`src/circuit_layout_config.svh`:
```
`ifndef CIRCUIT_LAYOUT_CONFIG_SVH
`define CIRCUIT_LAYOUT_CONFIG_SVH

// full screen in pixels
`define CL_SCREEN_W 640
`define CL_SCREEN_H 480

// side and top/bottom margins
`define CL_MARGIN_X 20
`define CL_MARGIN_Y 5

// drawable area left inside the margins
`define CL_USABLE_W (`CL_SCREEN_W - 2 * `CL_MARGIN_X)
`define CL_USABLE_H (`CL_SCREEN_H - 2 * `CL_MARGIN_Y)

// element sprite and junction dot
`define CL_SPRITE_W 44
`define CL_DOT_W 6
`define CL_DOT_H 10

// table depths
// 12 elements keep the slot pitch at 50, above the sprite width
`define CL_MAX_ELEMENTS 12
`define CL_MAX_NODES 32

`endif

```
`src/circuit_layout_pkg.sv`:
```
package circuit_layout_pkg;

`include "circuit_layout_config.svh"

	// table indices
	typedef logic [$clog2(`CL_MAX_NODES)-1:0] node_idx_t;
	typedef logic [$clog2(`CL_MAX_ELEMENTS)-1:0] elem_idx_t;

	// screen coordinates
	typedef logic [9:0] xpos_t;
	typedef logic [8:0] ypos_t;

	// element type code, same as the loading record
	typedef enum logic [1:0] {
		ELEM_VSRC  = 2'd0,
		ELEM_ISRC  = 2'd1,
		ELEM_RES   = 2'd2,
		ELEM_UNDEF = 2'd3
	} element_type_e;

	// one loaded element, node A in the top bits
	typedef struct packed {
		node_idx_t     node_a;
		node_idx_t     node_b;
		element_type_e kind;
		logic [9:0]    exponent;
		logic [9:0]    value;
	} element_rec_t;

	// shape code of a draw command
	typedef enum logic [8:0] {
		CMD_LINE_FILLED = 9'd0,
		CMD_LINE_DASHED = 9'd1,
		CMD_SPRITE_V    = 9'd2,
		CMD_SPRITE_I    = 9'd3,
		CMD_SPRITE_R    = 9'd4,
		CMD_DOT         = 9'd5
	} draw_kind_e;

	// draw processor record without the valid bit
	typedef struct packed {
		draw_kind_e kind;
		logic [8:0] height;
		logic [9:0] width;
		ypos_t      top;
		xpos_t      left;
	} draw_cmd_t;

	// command generator sequencing
	typedef enum logic [3:0] {
		GEN_IDLE, GEN_PLAN, GEN_PLAN_REL, GEN_LINE, GEN_ROW_A, GEN_ROW_B,
		GEN_SPRITE, GEN_DOT_A, GEN_DOT_B, GEN_CMD_HI, GEN_CMD_LO, GEN_RUN_DONE
	} gen_state_e;

endpackage

```
`src/circuit_layout_top.sv`:
```
`timescale 1ns/1ps

module circuit_layout_top import circuit_layout_pkg::*; (
	input  logic         clk,
	input  logic         rst,
	input  logic         elem_req,
	input  element_rec_t elem_rec,
	output logic         elem_ack,
	input  logic         run_req,
	output logic         run_ack,
	output logic         cmd_req,
	output draw_cmd_t    cmd,
	input  logic         cmd_ack
);

	logic [$bits(elem_idx_t):0] num_elements;
	logic [$bits(node_idx_t):0] num_nodes;

	// planning handshake, one req to two acks
	logic plan_req;
	logic node_ack;
	logic layout_ack;

	// element table read ports
	elem_idx_t scan_idx;
	element_rec_t scan_rec;
	elem_idx_t gen_idx;
	element_rec_t gen_rec;

	// result lookups
	node_idx_t deg_idx;
	logic [5:0] deg;
	node_idx_t node_sel;
	ypos_t node_y;
	elem_idx_t elem_sel;
	xpos_t elem_x;

	element_store u_store (
		.clk(clk), .rst(rst),
		.elem_req(elem_req), .elem_rec(elem_rec), .elem_ack(elem_ack),
		.rd_idx_a(scan_idx), .rd_idx_b(gen_idx),
		.rd_rec_a(scan_rec), .rd_rec_b(gen_rec),
		.num_elements(num_elements), .num_nodes(num_nodes)
	);

	// degree count and layout run side by side
	node_table_builder u_builder (
		.clk(clk), .rst(rst),
		.plan_req(plan_req), .node_ack(node_ack),
		.num_elements(num_elements),
		.rd_idx(scan_idx), .rd_rec(scan_rec),
		.deg_idx(deg_idx), .deg(deg)
	);

	layout_planner u_planner (
		.clk(clk), .rst(rst),
		.plan_req(plan_req), .layout_ack(layout_ack),
		.num_elements(num_elements), .num_nodes(num_nodes),
		.node_sel(node_sel), .node_y(node_y),
		.elem_sel(elem_sel), .elem_x(elem_x)
	);

	draw_command_gen u_gen (
		.clk(clk), .rst(rst),
		.run_req(run_req), .run_ack(run_ack),
		.plan_req(plan_req), .node_ack(node_ack), .layout_ack(layout_ack),
		.num_elements(num_elements), .num_nodes(num_nodes),
		.rd_idx(gen_idx), .rd_rec(gen_rec),
		.deg_idx(deg_idx), .deg(deg),
		.node_sel(node_sel), .node_y(node_y),
		.elem_sel(elem_sel), .elem_x(elem_x),
		.cmd_req(cmd_req), .cmd(cmd), .cmd_ack(cmd_ack)
	);

endmodule

```
`src/draw_command_gen.sv`:
```
`timescale 1ns/1ps
`include "circuit_layout_config.svh"

module draw_command_gen import circuit_layout_pkg::*; (
	input  logic                       clk,
	input  logic                       rst,
	input  logic                       run_req,
	output logic                       run_ack,
	output logic                       plan_req,
	input  logic                       node_ack,
	input  logic                       layout_ack,
	input  logic [$bits(elem_idx_t):0] num_elements,
	input  logic [$bits(node_idx_t):0] num_nodes,
	output elem_idx_t                  rd_idx,
	input  element_rec_t               rd_rec,
	output node_idx_t                  deg_idx,
	input  logic [5:0]                 deg,
	output node_idx_t                  node_sel,
	input  ypos_t                      node_y,
	output elem_idx_t                  elem_sel,
	input  xpos_t                      elem_x,
	output logic                       cmd_req,
	output draw_cmd_t                  cmd,
	input  logic                       cmd_ack
);

	gen_state_e state;
	// command in flight, picks the next step
	gen_state_e issued;
	node_idx_t node_cnt;
	elem_idx_t elem_cnt;
	ypos_t row_a;
	ypos_t row_b;
	draw_cmd_t next_cmd;
	logic issuing;
	logic last_node;
	logic last_elem;
	logic no_elems;

	assign rd_idx = elem_cnt;
	assign elem_sel = elem_cnt;
	assign deg_idx = node_cnt;
	assign run_ack = (state == GEN_RUN_DONE);
	assign no_elems = (num_elements == '0);
	assign last_node = ({1'b0, node_cnt} == num_nodes - 1'b1);
	assign last_elem = ({1'b0, elem_cnt} == num_elements - 1'b1);
	assign issuing = (state == GEN_LINE) || (state == GEN_SPRITE)
		|| (state == GEN_DOT_A) || (state == GEN_DOT_B);

	// one row lookup port, terminals fetched on separate cycles
	always_comb begin
		case (state)
			GEN_ROW_A: node_sel = rd_rec.node_a;
			GEN_ROW_B: node_sel = rd_rec.node_b;
			default: node_sel = node_cnt;
		endcase
	end

	always_comb begin
		next_cmd = '0;
		case (state)
			GEN_LINE: begin
				// shared node drawn solid
				next_cmd.kind = (deg >= 6'd2) ? CMD_LINE_FILLED : CMD_LINE_DASHED;
				next_cmd.height = 9'd1;
				next_cmd.width = 10'(`CL_USABLE_W);
				next_cmd.top = node_y;
				next_cmd.left = xpos_t'(`CL_MARGIN_X);
			end
			GEN_SPRITE: begin
				case (rd_rec.kind)
					ELEM_VSRC: next_cmd.kind = CMD_SPRITE_V;
					ELEM_ISRC: next_cmd.kind = CMD_SPRITE_I;
					default: next_cmd.kind = CMD_SPRITE_R;
				endcase
				next_cmd.left = elem_x - xpos_t'(`CL_SPRITE_W / 2);
				next_cmd.width = 10'(`CL_SPRITE_W);
				// sprite spans from the upper row down to the lower one
				if (row_a < row_b) begin
					next_cmd.top = row_a;
					next_cmd.height = row_b - row_a;
				end else begin
					next_cmd.top = row_b;
					next_cmd.height = row_a - row_b;
				end
			end
			GEN_DOT_A, GEN_DOT_B: begin
				next_cmd.kind = CMD_DOT;
				next_cmd.left = elem_x - xpos_t'(`CL_DOT_W / 2);
				next_cmd.width = 10'(`CL_DOT_W);
				next_cmd.height = 9'(`CL_DOT_H);
				// dot centered on the node line
				next_cmd.top = ((state == GEN_DOT_A) ? row_a : row_b)
					- ypos_t'(`CL_DOT_H / 2);
			end
			default: begin
			end
		endcase
	end

	always_ff @(posedge clk) begin
		if (rst) begin
			state <= GEN_IDLE;
			issued <= GEN_IDLE;
			plan_req <= 1'b0;
			cmd_req <= 1'b0;
			node_cnt <= '0;
			elem_cnt <= '0;
		end else begin
			case (state)
				GEN_IDLE: begin
					if (run_req) begin
						plan_req <= 1'b1;
						state <= GEN_PLAN;
					end
				end
				GEN_PLAN: begin
					// both planners must finish
					if (node_ack && layout_ack) begin
						plan_req <= 1'b0;
						state <= GEN_PLAN_REL;
					end
				end
				GEN_PLAN_REL: begin
					if (!node_ack && !layout_ack) begin
						node_cnt <= '0;
						elem_cnt <= '0;
						state <= no_elems ? GEN_RUN_DONE : GEN_LINE;
					end
				end
				GEN_ROW_A: begin
					state <= GEN_ROW_B;
				end
				GEN_ROW_B: begin
					state <= GEN_SPRITE;
				end
				GEN_LINE, GEN_SPRITE, GEN_DOT_A, GEN_DOT_B: begin
					cmd_req <= 1'b1;
					issued <= state;
					state <= GEN_CMD_HI;
				end
				GEN_CMD_HI: begin
					if (cmd_ack) begin
						cmd_req <= 1'b0;
						state <= GEN_CMD_LO;
					end
				end
				GEN_CMD_LO: begin
					// next command only once ack is back low
					if (!cmd_ack) begin
						case (issued)
							GEN_LINE: begin
								if (last_node) begin
									state <= GEN_ROW_A;
								end else begin
									node_cnt <= node_cnt + 1'b1;
									state <= GEN_LINE;
								end
							end
							GEN_SPRITE: state <= GEN_DOT_A;
							GEN_DOT_A: state <= GEN_DOT_B;
							default: begin
								if (last_elem) begin
									state <= GEN_RUN_DONE;
								end else begin
									elem_cnt <= elem_cnt + 1'b1;
									state <= GEN_ROW_A;
								end
							end
						endcase
					end
				end
				GEN_RUN_DONE: begin
					if (!run_req) begin
						state <= GEN_IDLE;
					end
				end
				default: begin
					state <= GEN_IDLE;
				end
			endcase
		end
	end

	// rows of the current element and the held command payload
	always_ff @(posedge clk) begin
		if (state == GEN_ROW_A) begin
			row_a <= node_y;
		end
		if (state == GEN_ROW_B) begin
			row_b <= node_y;
		end
		if (issuing) begin
			cmd <= next_cmd;
		end
	end

endmodule

```
`src/element_store.sv`:
```
`timescale 1ns/1ps
`include "circuit_layout_config.svh"

module element_store import circuit_layout_pkg::*; (
	input  logic                       clk,
	input  logic                       rst,
	input  logic                       elem_req,
	input  element_rec_t               elem_rec,
	output logic                       elem_ack,
	input  elem_idx_t                  rd_idx_a,
	input  elem_idx_t                  rd_idx_b,
	output element_rec_t               rd_rec_a,
	output element_rec_t               rd_rec_b,
	output logic [$bits(elem_idx_t):0] num_elements,
	output logic [$bits(node_idx_t):0] num_nodes
);

	// elements in load order
	element_rec_t elem_table [`CL_MAX_ELEMENTS];

	logic take;
	logic table_full;
	logic store_ok;
	logic [$bits(node_idx_t):0] span_a;
	logic [$bits(node_idx_t):0] span_b;
	logic [$bits(node_idx_t):0] span_hi;

	// first cycle of a new request, before ack goes up
	assign take = elem_req && !elem_ack;
	assign table_full = (num_elements == `CL_MAX_ELEMENTS);

	// undefined types and overflow are acked but dropped
	assign store_ok = take && !table_full && (elem_rec.kind != ELEM_UNDEF);

	// node count each terminal would need
	assign span_a = {1'b0, elem_rec.node_a} + 1'b1;
	assign span_b = {1'b0, elem_rec.node_b} + 1'b1;
	assign span_hi = (span_a > span_b) ? span_a : span_b;

	always_ff @(posedge clk) begin
		if (rst) begin
			elem_ack <= 1'b0;
			num_elements <= '0;
			num_nodes <= '0;
		end else begin
			// ack mirrors req one cycle late, both edges
			elem_ack <= elem_req;
			if (store_ok) begin
				num_elements <= num_elements + 1'b1;
				// highest node seen so far, plus one
				if (span_hi > num_nodes) begin
					num_nodes <= span_hi;
				end
			end
		end
	end

	// table write at the current count
	always_ff @(posedge clk) begin
		if (store_ok) begin
			elem_table[elem_idx_t'(num_elements)] <= elem_rec;
		end
	end

	// port a feeds the degree scan
	assign rd_rec_a = elem_table[rd_idx_a];

	// port b feeds the command generator
	assign rd_rec_b = elem_table[rd_idx_b];

endmodule

```
`src/layout_planner.sv`:
```
`timescale 1ns/1ps
`include "circuit_layout_config.svh"

module layout_planner import circuit_layout_pkg::*; (
	input  logic                       clk,
	input  logic                       rst,
	input  logic                       plan_req,
	output logic                       layout_ack,
	input  logic [$bits(elem_idx_t):0] num_elements,
	input  logic [$bits(node_idx_t):0] num_nodes,
	input  node_idx_t                  node_sel,
	output ypos_t                      node_y,
	input  elem_idx_t                  elem_sel,
	output xpos_t                      elem_x
);

	typedef enum logic [2:0] {
		P_IDLE,
		P_DIV_ROW,
		P_DIV_SLOT,
		P_FILL,
		P_DONE
	} plan_state_e;

	plan_state_e state;

	// shared divider, one subtraction per cycle
	logic [9:0] rem;
	logic [9:0] divisor;
	logic [9:0] quo;
	logic dividing;
	logic div_step;

	ypos_t row_pitch;
	xpos_t slot_pitch;
	ypos_t y_acc;
	xpos_t x_acc;
	node_idx_t fill_idx;

	// node row and element center tables
	ypos_t node_y_tab [`CL_MAX_NODES];
	xpos_t elem_x_tab [`CL_MAX_ELEMENTS];

	assign dividing = (state == P_DIV_ROW) || (state == P_DIV_SLOT);
	// zero divisor ends at once with a zero quotient
	assign div_step = dividing && (divisor != '0) && (rem >= divisor);
	assign layout_ack = (state == P_DONE);

	always_ff @(posedge clk) begin
		if (rst) begin
			state <= P_IDLE;
			fill_idx <= '0;
		end else begin
			if (div_step) begin
				rem <= rem - divisor;
				quo <= quo + 1'b1;
			end
			case (state)
				P_IDLE: begin
					if (plan_req) begin
						// rows leave one pitch above and below the node lines
						rem <= 10'(`CL_USABLE_H);
						divisor <= 10'(num_nodes) + 10'd1;
						quo <= '0;
						state <= P_DIV_ROW;
					end
				end
				P_DIV_ROW: begin
					if (!div_step) begin
						row_pitch <= ypos_t'(quo);
						rem <= 10'(`CL_USABLE_W);
						divisor <= 10'(num_elements);
						quo <= '0;
						state <= P_DIV_SLOT;
					end
				end
				P_DIV_SLOT: begin
					if (!div_step) begin
						slot_pitch <= xpos_t'(quo);
						// node 0 row and element 0 center
						y_acc <= ypos_t'(`CL_MARGIN_Y) + row_pitch;
						x_acc <= xpos_t'(`CL_MARGIN_X) + (quo >> 1);
						fill_idx <= '0;
						state <= P_FILL;
					end
				end
				P_FILL: begin
					y_acc <= y_acc + row_pitch;
					x_acc <= x_acc + slot_pitch;
					fill_idx <= fill_idx + 1'b1;
					if (fill_idx == node_idx_t'(`CL_MAX_NODES - 1)) begin
						state <= P_DONE;
					end
				end
				P_DONE: begin
					if (!plan_req) begin
						state <= P_IDLE;
					end
				end
				default: begin
					state <= P_IDLE;
				end
			endcase
		end
	end

	// entries past the counts are never looked up
	always_ff @(posedge clk) begin
		if (state == P_FILL) begin
			node_y_tab[fill_idx] <= y_acc;
			if (fill_idx < `CL_MAX_ELEMENTS) begin
				elem_x_tab[elem_idx_t'(fill_idx)] <= x_acc;
			end
		end
	end

	assign node_y = node_y_tab[node_sel];
	assign elem_x = elem_x_tab[elem_sel];

endmodule

```
`src/node_table_builder.sv`:
```
`timescale 1ns/1ps
`include "circuit_layout_config.svh"

module node_table_builder import circuit_layout_pkg::*; (
	input  logic                       clk,
	input  logic                       rst,
	input  logic                       plan_req,
	output logic                       node_ack,
	input  logic [$bits(elem_idx_t):0] num_elements,
	output elem_idx_t                  rd_idx,
	input  element_rec_t               rd_rec,
	input  node_idx_t                  deg_idx,
	output logic [5:0]                 deg
);

	typedef enum logic [1:0] {
		B_IDLE,
		B_CLEAR,
		B_SCAN,
		B_DONE
	} build_state_e;

	build_state_e state;
	elem_idx_t scan_idx;
	logic last_elem;

	// terminals per node, 24 at most
	logic [5:0] deg_tab [`CL_MAX_NODES];

	assign rd_idx = scan_idx;
	assign deg = deg_tab[deg_idx];
	assign node_ack = (state == B_DONE);
	assign last_elem = ({1'b0, scan_idx} == num_elements - 1'b1);

	always_ff @(posedge clk) begin
		if (rst) begin
			state <= B_IDLE;
			scan_idx <= '0;
		end else begin
			case (state)
				B_IDLE: begin
					if (plan_req) begin
						state <= B_CLEAR;
					end
				end
				B_CLEAR: begin
					scan_idx <= '0;
					// empty table goes straight to ack
					state <= (num_elements == '0) ? B_DONE : B_SCAN;
				end
				B_SCAN: begin
					// one element per cycle
					if (last_elem) begin
						state <= B_DONE;
					end else begin
						scan_idx <= scan_idx + 1'b1;
					end
				end
				B_DONE: begin
					// hold ack until the request is withdrawn
					if (!plan_req) begin
						state <= B_IDLE;
					end
				end
				default: begin
					state <= B_IDLE;
				end
			endcase
		end
	end

	// count both terminals of the element under scan
	// a self-loop matches twice and adds two
	always_ff @(posedge clk) begin
		for (int n = 0; n < `CL_MAX_NODES; n++) begin
			if (state == B_CLEAR) begin
				deg_tab[n] <= '0;
			end else if (state == B_SCAN) begin
				deg_tab[n] <= deg_tab[n]
					+ 6'(rd_rec.node_a == node_idx_t'(n))
					+ 6'(rd_rec.node_b == node_idx_t'(n));
			end
		end
	end

endmodule

```
`config.mk`:
```
export PLATFORM = sky130hd
export DESIGN_NAME = circuit_layout_top
export DESIGN_NICKNAME = d
export VERILOG_FILES = /design/src/circuit_layout_pkg.sv /design/src/circuit_layout_top.sv /design/src/draw_command_gen.sv /design/src/element_store.sv /design/src/layout_planner.sv /design/src/node_table_builder.sv
export VERILOG_INCLUDE_DIRS = /design/src
export SDC_FILE = /design/constraint.sdc
export NUM_CORES = 2
export LEC_CHECK = 0
export BUFFER_PORTS_ARGS = -buffer_cell sky130_fd_sc_hd__buf_2
export CORE_MARGIN = 3
export CORE_UTILIZATION = 35
export CTS_BUF_LIST = sky130_fd_sc_hd__clkbuf_4
export DETAILED_ROUTE_END_ITERATION = 8
export HOLD_SLACK_MARGIN = 0.08
export PLACE_DENSITY = 0.57
export SLEW_MARGIN = 25
export SYNTH_ARGS = -nofsm -noshare
export SYNTH_HDL_FRONTEND = slang
export SYNTH_HIERARCHICAL = 1
export SYNTH_SLANG_ARGS = --single-unit
```
`constraint.sdc`:
```
create_clock -name clk -period 8.9 [get_ports clk]
set_clock_uncertainty 0.15 [all_clocks]
set_input_delay 0.445 -clock clk [delete_from_list [all_inputs] [get_ports clk]]
set_output_delay 0.445 -clock clk [all_outputs]
set_load 0.005 [all_outputs]
```
==> run_results.csv <==
group,metric,value,unit
power,switchingPower,3.667,mW
routing,vias,25950,
power,vdd_drop_max,138.3,µV
clock_tree,post-cts-setup-buffer-count,0,
hold_path,hp-class,"in2reg",
grt,grt_pass1_wl,158700,µm
run_status,status,"completed",
routing,routedWlPerCell,20.29,µm
placed_design,io_buffers,57,
routing,drtPass1Iterations,5,
cells_and_area,area_growth,11.81,%
timing,period_share,63.41,%
timing,setup_viol,0,
power,p_clk_share,29.5,%
placed_design,place_congestion,0.7872,
routing,drt-vias-per-instance,5.107,
die,start_util,35.29,%
power,power,11.88,mW
worst_setup_path,startpoint_type,"register",
clock_tree,cts-htree-levels,4,
clock_tree,root_buffer,"clkbuf_4",
worst_setup_path,worstPathMaxFanout,52,
clock_tree,cts_buffer_depth,3,
clock_tree,path_clk_slew,0.07,ns
timing,min_period,5.644,ns
die,die_y,362.0,µm
die,die_x,362.0,µm
cells_and_area,fin_util,39.46,%
power,sequentialPowerShare,50.8,%
worst_setup_path,worstPathRequired,9.66,ns
power,combPwrFrac,19.7,%
timing,maxSlewHeadroom,28.14,%
logic_synthesis,synthesis.area,44370,µm²
clock_tree,cts-resized-gates,0,
clock_tree,cts_buffers,226,
clock_tree,insertion_delay,1.19,ns
die,pin_count,87,
timing,max_freq,177.2,MHz
clock_tree,cts.sinks,908,
worst_setup_path,cp_data_arrival_time,6.40,ns
timing,tns,0,ns
power,internal_power,8.216,mW
grt,antenna_found_initial,3,
timing,hold_viol,0,
die,die_area,131100,µm²
timing,worst_slew_pin_slew,1.074,ns
worst_setup_path,cp-end-kind,"register",
routing,ant_nets,0,
power,leakagePower,16.54,nW
timing,rsz0062_at_grt,"no",
grt,grt_max_degree,91,
clock_tree,cts_hold_buffers,34,
grt,grt_usage,15.81,%
die,rows,130,
grt,grt_pass1_vias,26570,
clock_tree,cts_tree,"done",
logic_synthesis,syn_avg_cell_area,14.59,µm²
placed_design,dp_hpwl,66210,µm
power,p_per_area,239.5,nW/µm²
cells_and_area,nNetsFinal,3425,
timing,finalMaxSlewViolations,0,
logic_synthesis,synth_warnings,6,
power,swShare,30.86,%
grt,grt_remaining_overflow,0,
cells_and_area,drive_gt1_share,22.34,%
routing,route.detailed.drc,0,
routing,drt_wl_total,103100,µm
die,core-area,125700,µm²
logic_synthesis,syn_inst,3041,
run,drv_cap,0,
worst_setup_path,worst-setup-path-type,"reg2reg",
routing,drt_iter0_drc,2157,
==> worst max-delay path, stage by stage, from the launching register on <==
cell and delay, ns:
dfxtp_2 0.72, buf_4 0.51, mux4_2 0.29, mux2i_1 0.08
o21ai_1 0.18, mux2i_1 0.21, a21oi_4 0.72, buf_4 0.72
mux4_2 0.47, mux4_2 0.57, mux2_2 0.32, a221o_1 0.33
==> power groups by stage <==
| stage | sequential, mW | combinational (mW) | clock (mW) |
|---|---|---|---|
| floorplan | 6.04 | 1.70 | 0 |
| global placement | 6.14 | 2.30 | 0 |
| detailed placement | 6.14 | 2.33 | 0 |
| CTS | 6.06 | 2.36 | 3.65 |
| global route | 6.12 | 2.64 | 3.86 |
| finish | 6.04 | 2.35 | 3.50 |
==> layout by cell type (no fill, tap or decap), drive strengths merged, types with 99 or more instances in the layout <==
cell and n:
ha 115, nand2 176, buf 99, mux4 236
nor2 320, clkbuf 333, inv 127, xnor2 108
o21ai 111, edfxtp 863
==> registers in the layout, indices dropped and copies added (netlist names), 10 cells and up <==
| register | flops |
|---|---|
| u_builder/deg_tab | 192 |
| u_planner/slot_pitch | 10 |
| u_gen/cmd | 36 |
| u_planner/node_y_tab | 288 |
| u_planner/quo | 10 |
| u_planner/elem_x_tab | 120 |
| u_planner/x_acc | 10 |
| u_store/elem_table | 144 |
| u_planner/rem | 10 |
==> metal layers <==
layer  track usage [%]  routed length, µm  vias up
li1                  -                  -    12050
met1             20.87              44910    13140
met2             26.31              51130      614
met3             3.418               5100      153
met4             4.477               1941        0
met5                 0                  0        -
==> worst paths after layout <==
kind	startpoint	slack [ns]	depth (start not counted)	to
setup reg to reg	u_gen/elem_sel[2]	3.26	11	u_gen/cmd[13]
hold / removal	elem_rec[27]	0.22	4	u_store/num_nodes[0]
hold reg to reg	u_gen/issued[3]	0.32	2	u_gen/issued[3]
setup / recovery	u_gen/elem_sel[2]	3.26	11	u_gen/cmd[13]
==> through the flow <==
step           cell area [µm²]  worst slack [ns]  hold slack, ns  instances
4_1_cts                  49500             3.146         0.08593       5070
6_report                 49610             3.256          0.2212       5081
3_3_place_gp             46150             3.162          0.3042       4617
5_1_grt                  49610             2.915          0.1161       5081
3_5_place_dp             46220             3.155          0.3113       4619
2_1_floorplan            44400             3.621          0.2919       3049
==> final cells by class <==
class	instances	area (µm²)
antenna	6	15.01
tap	1650	2064
fill	11700	76120
sequential	908	26830
inverter	120	452.9
timing repair buffer	133	993.5
clock inverter	84	437.9
multi-input combinational	1847	16320
clock buffer	333	2500
Power figures use the tool's default switching activity.
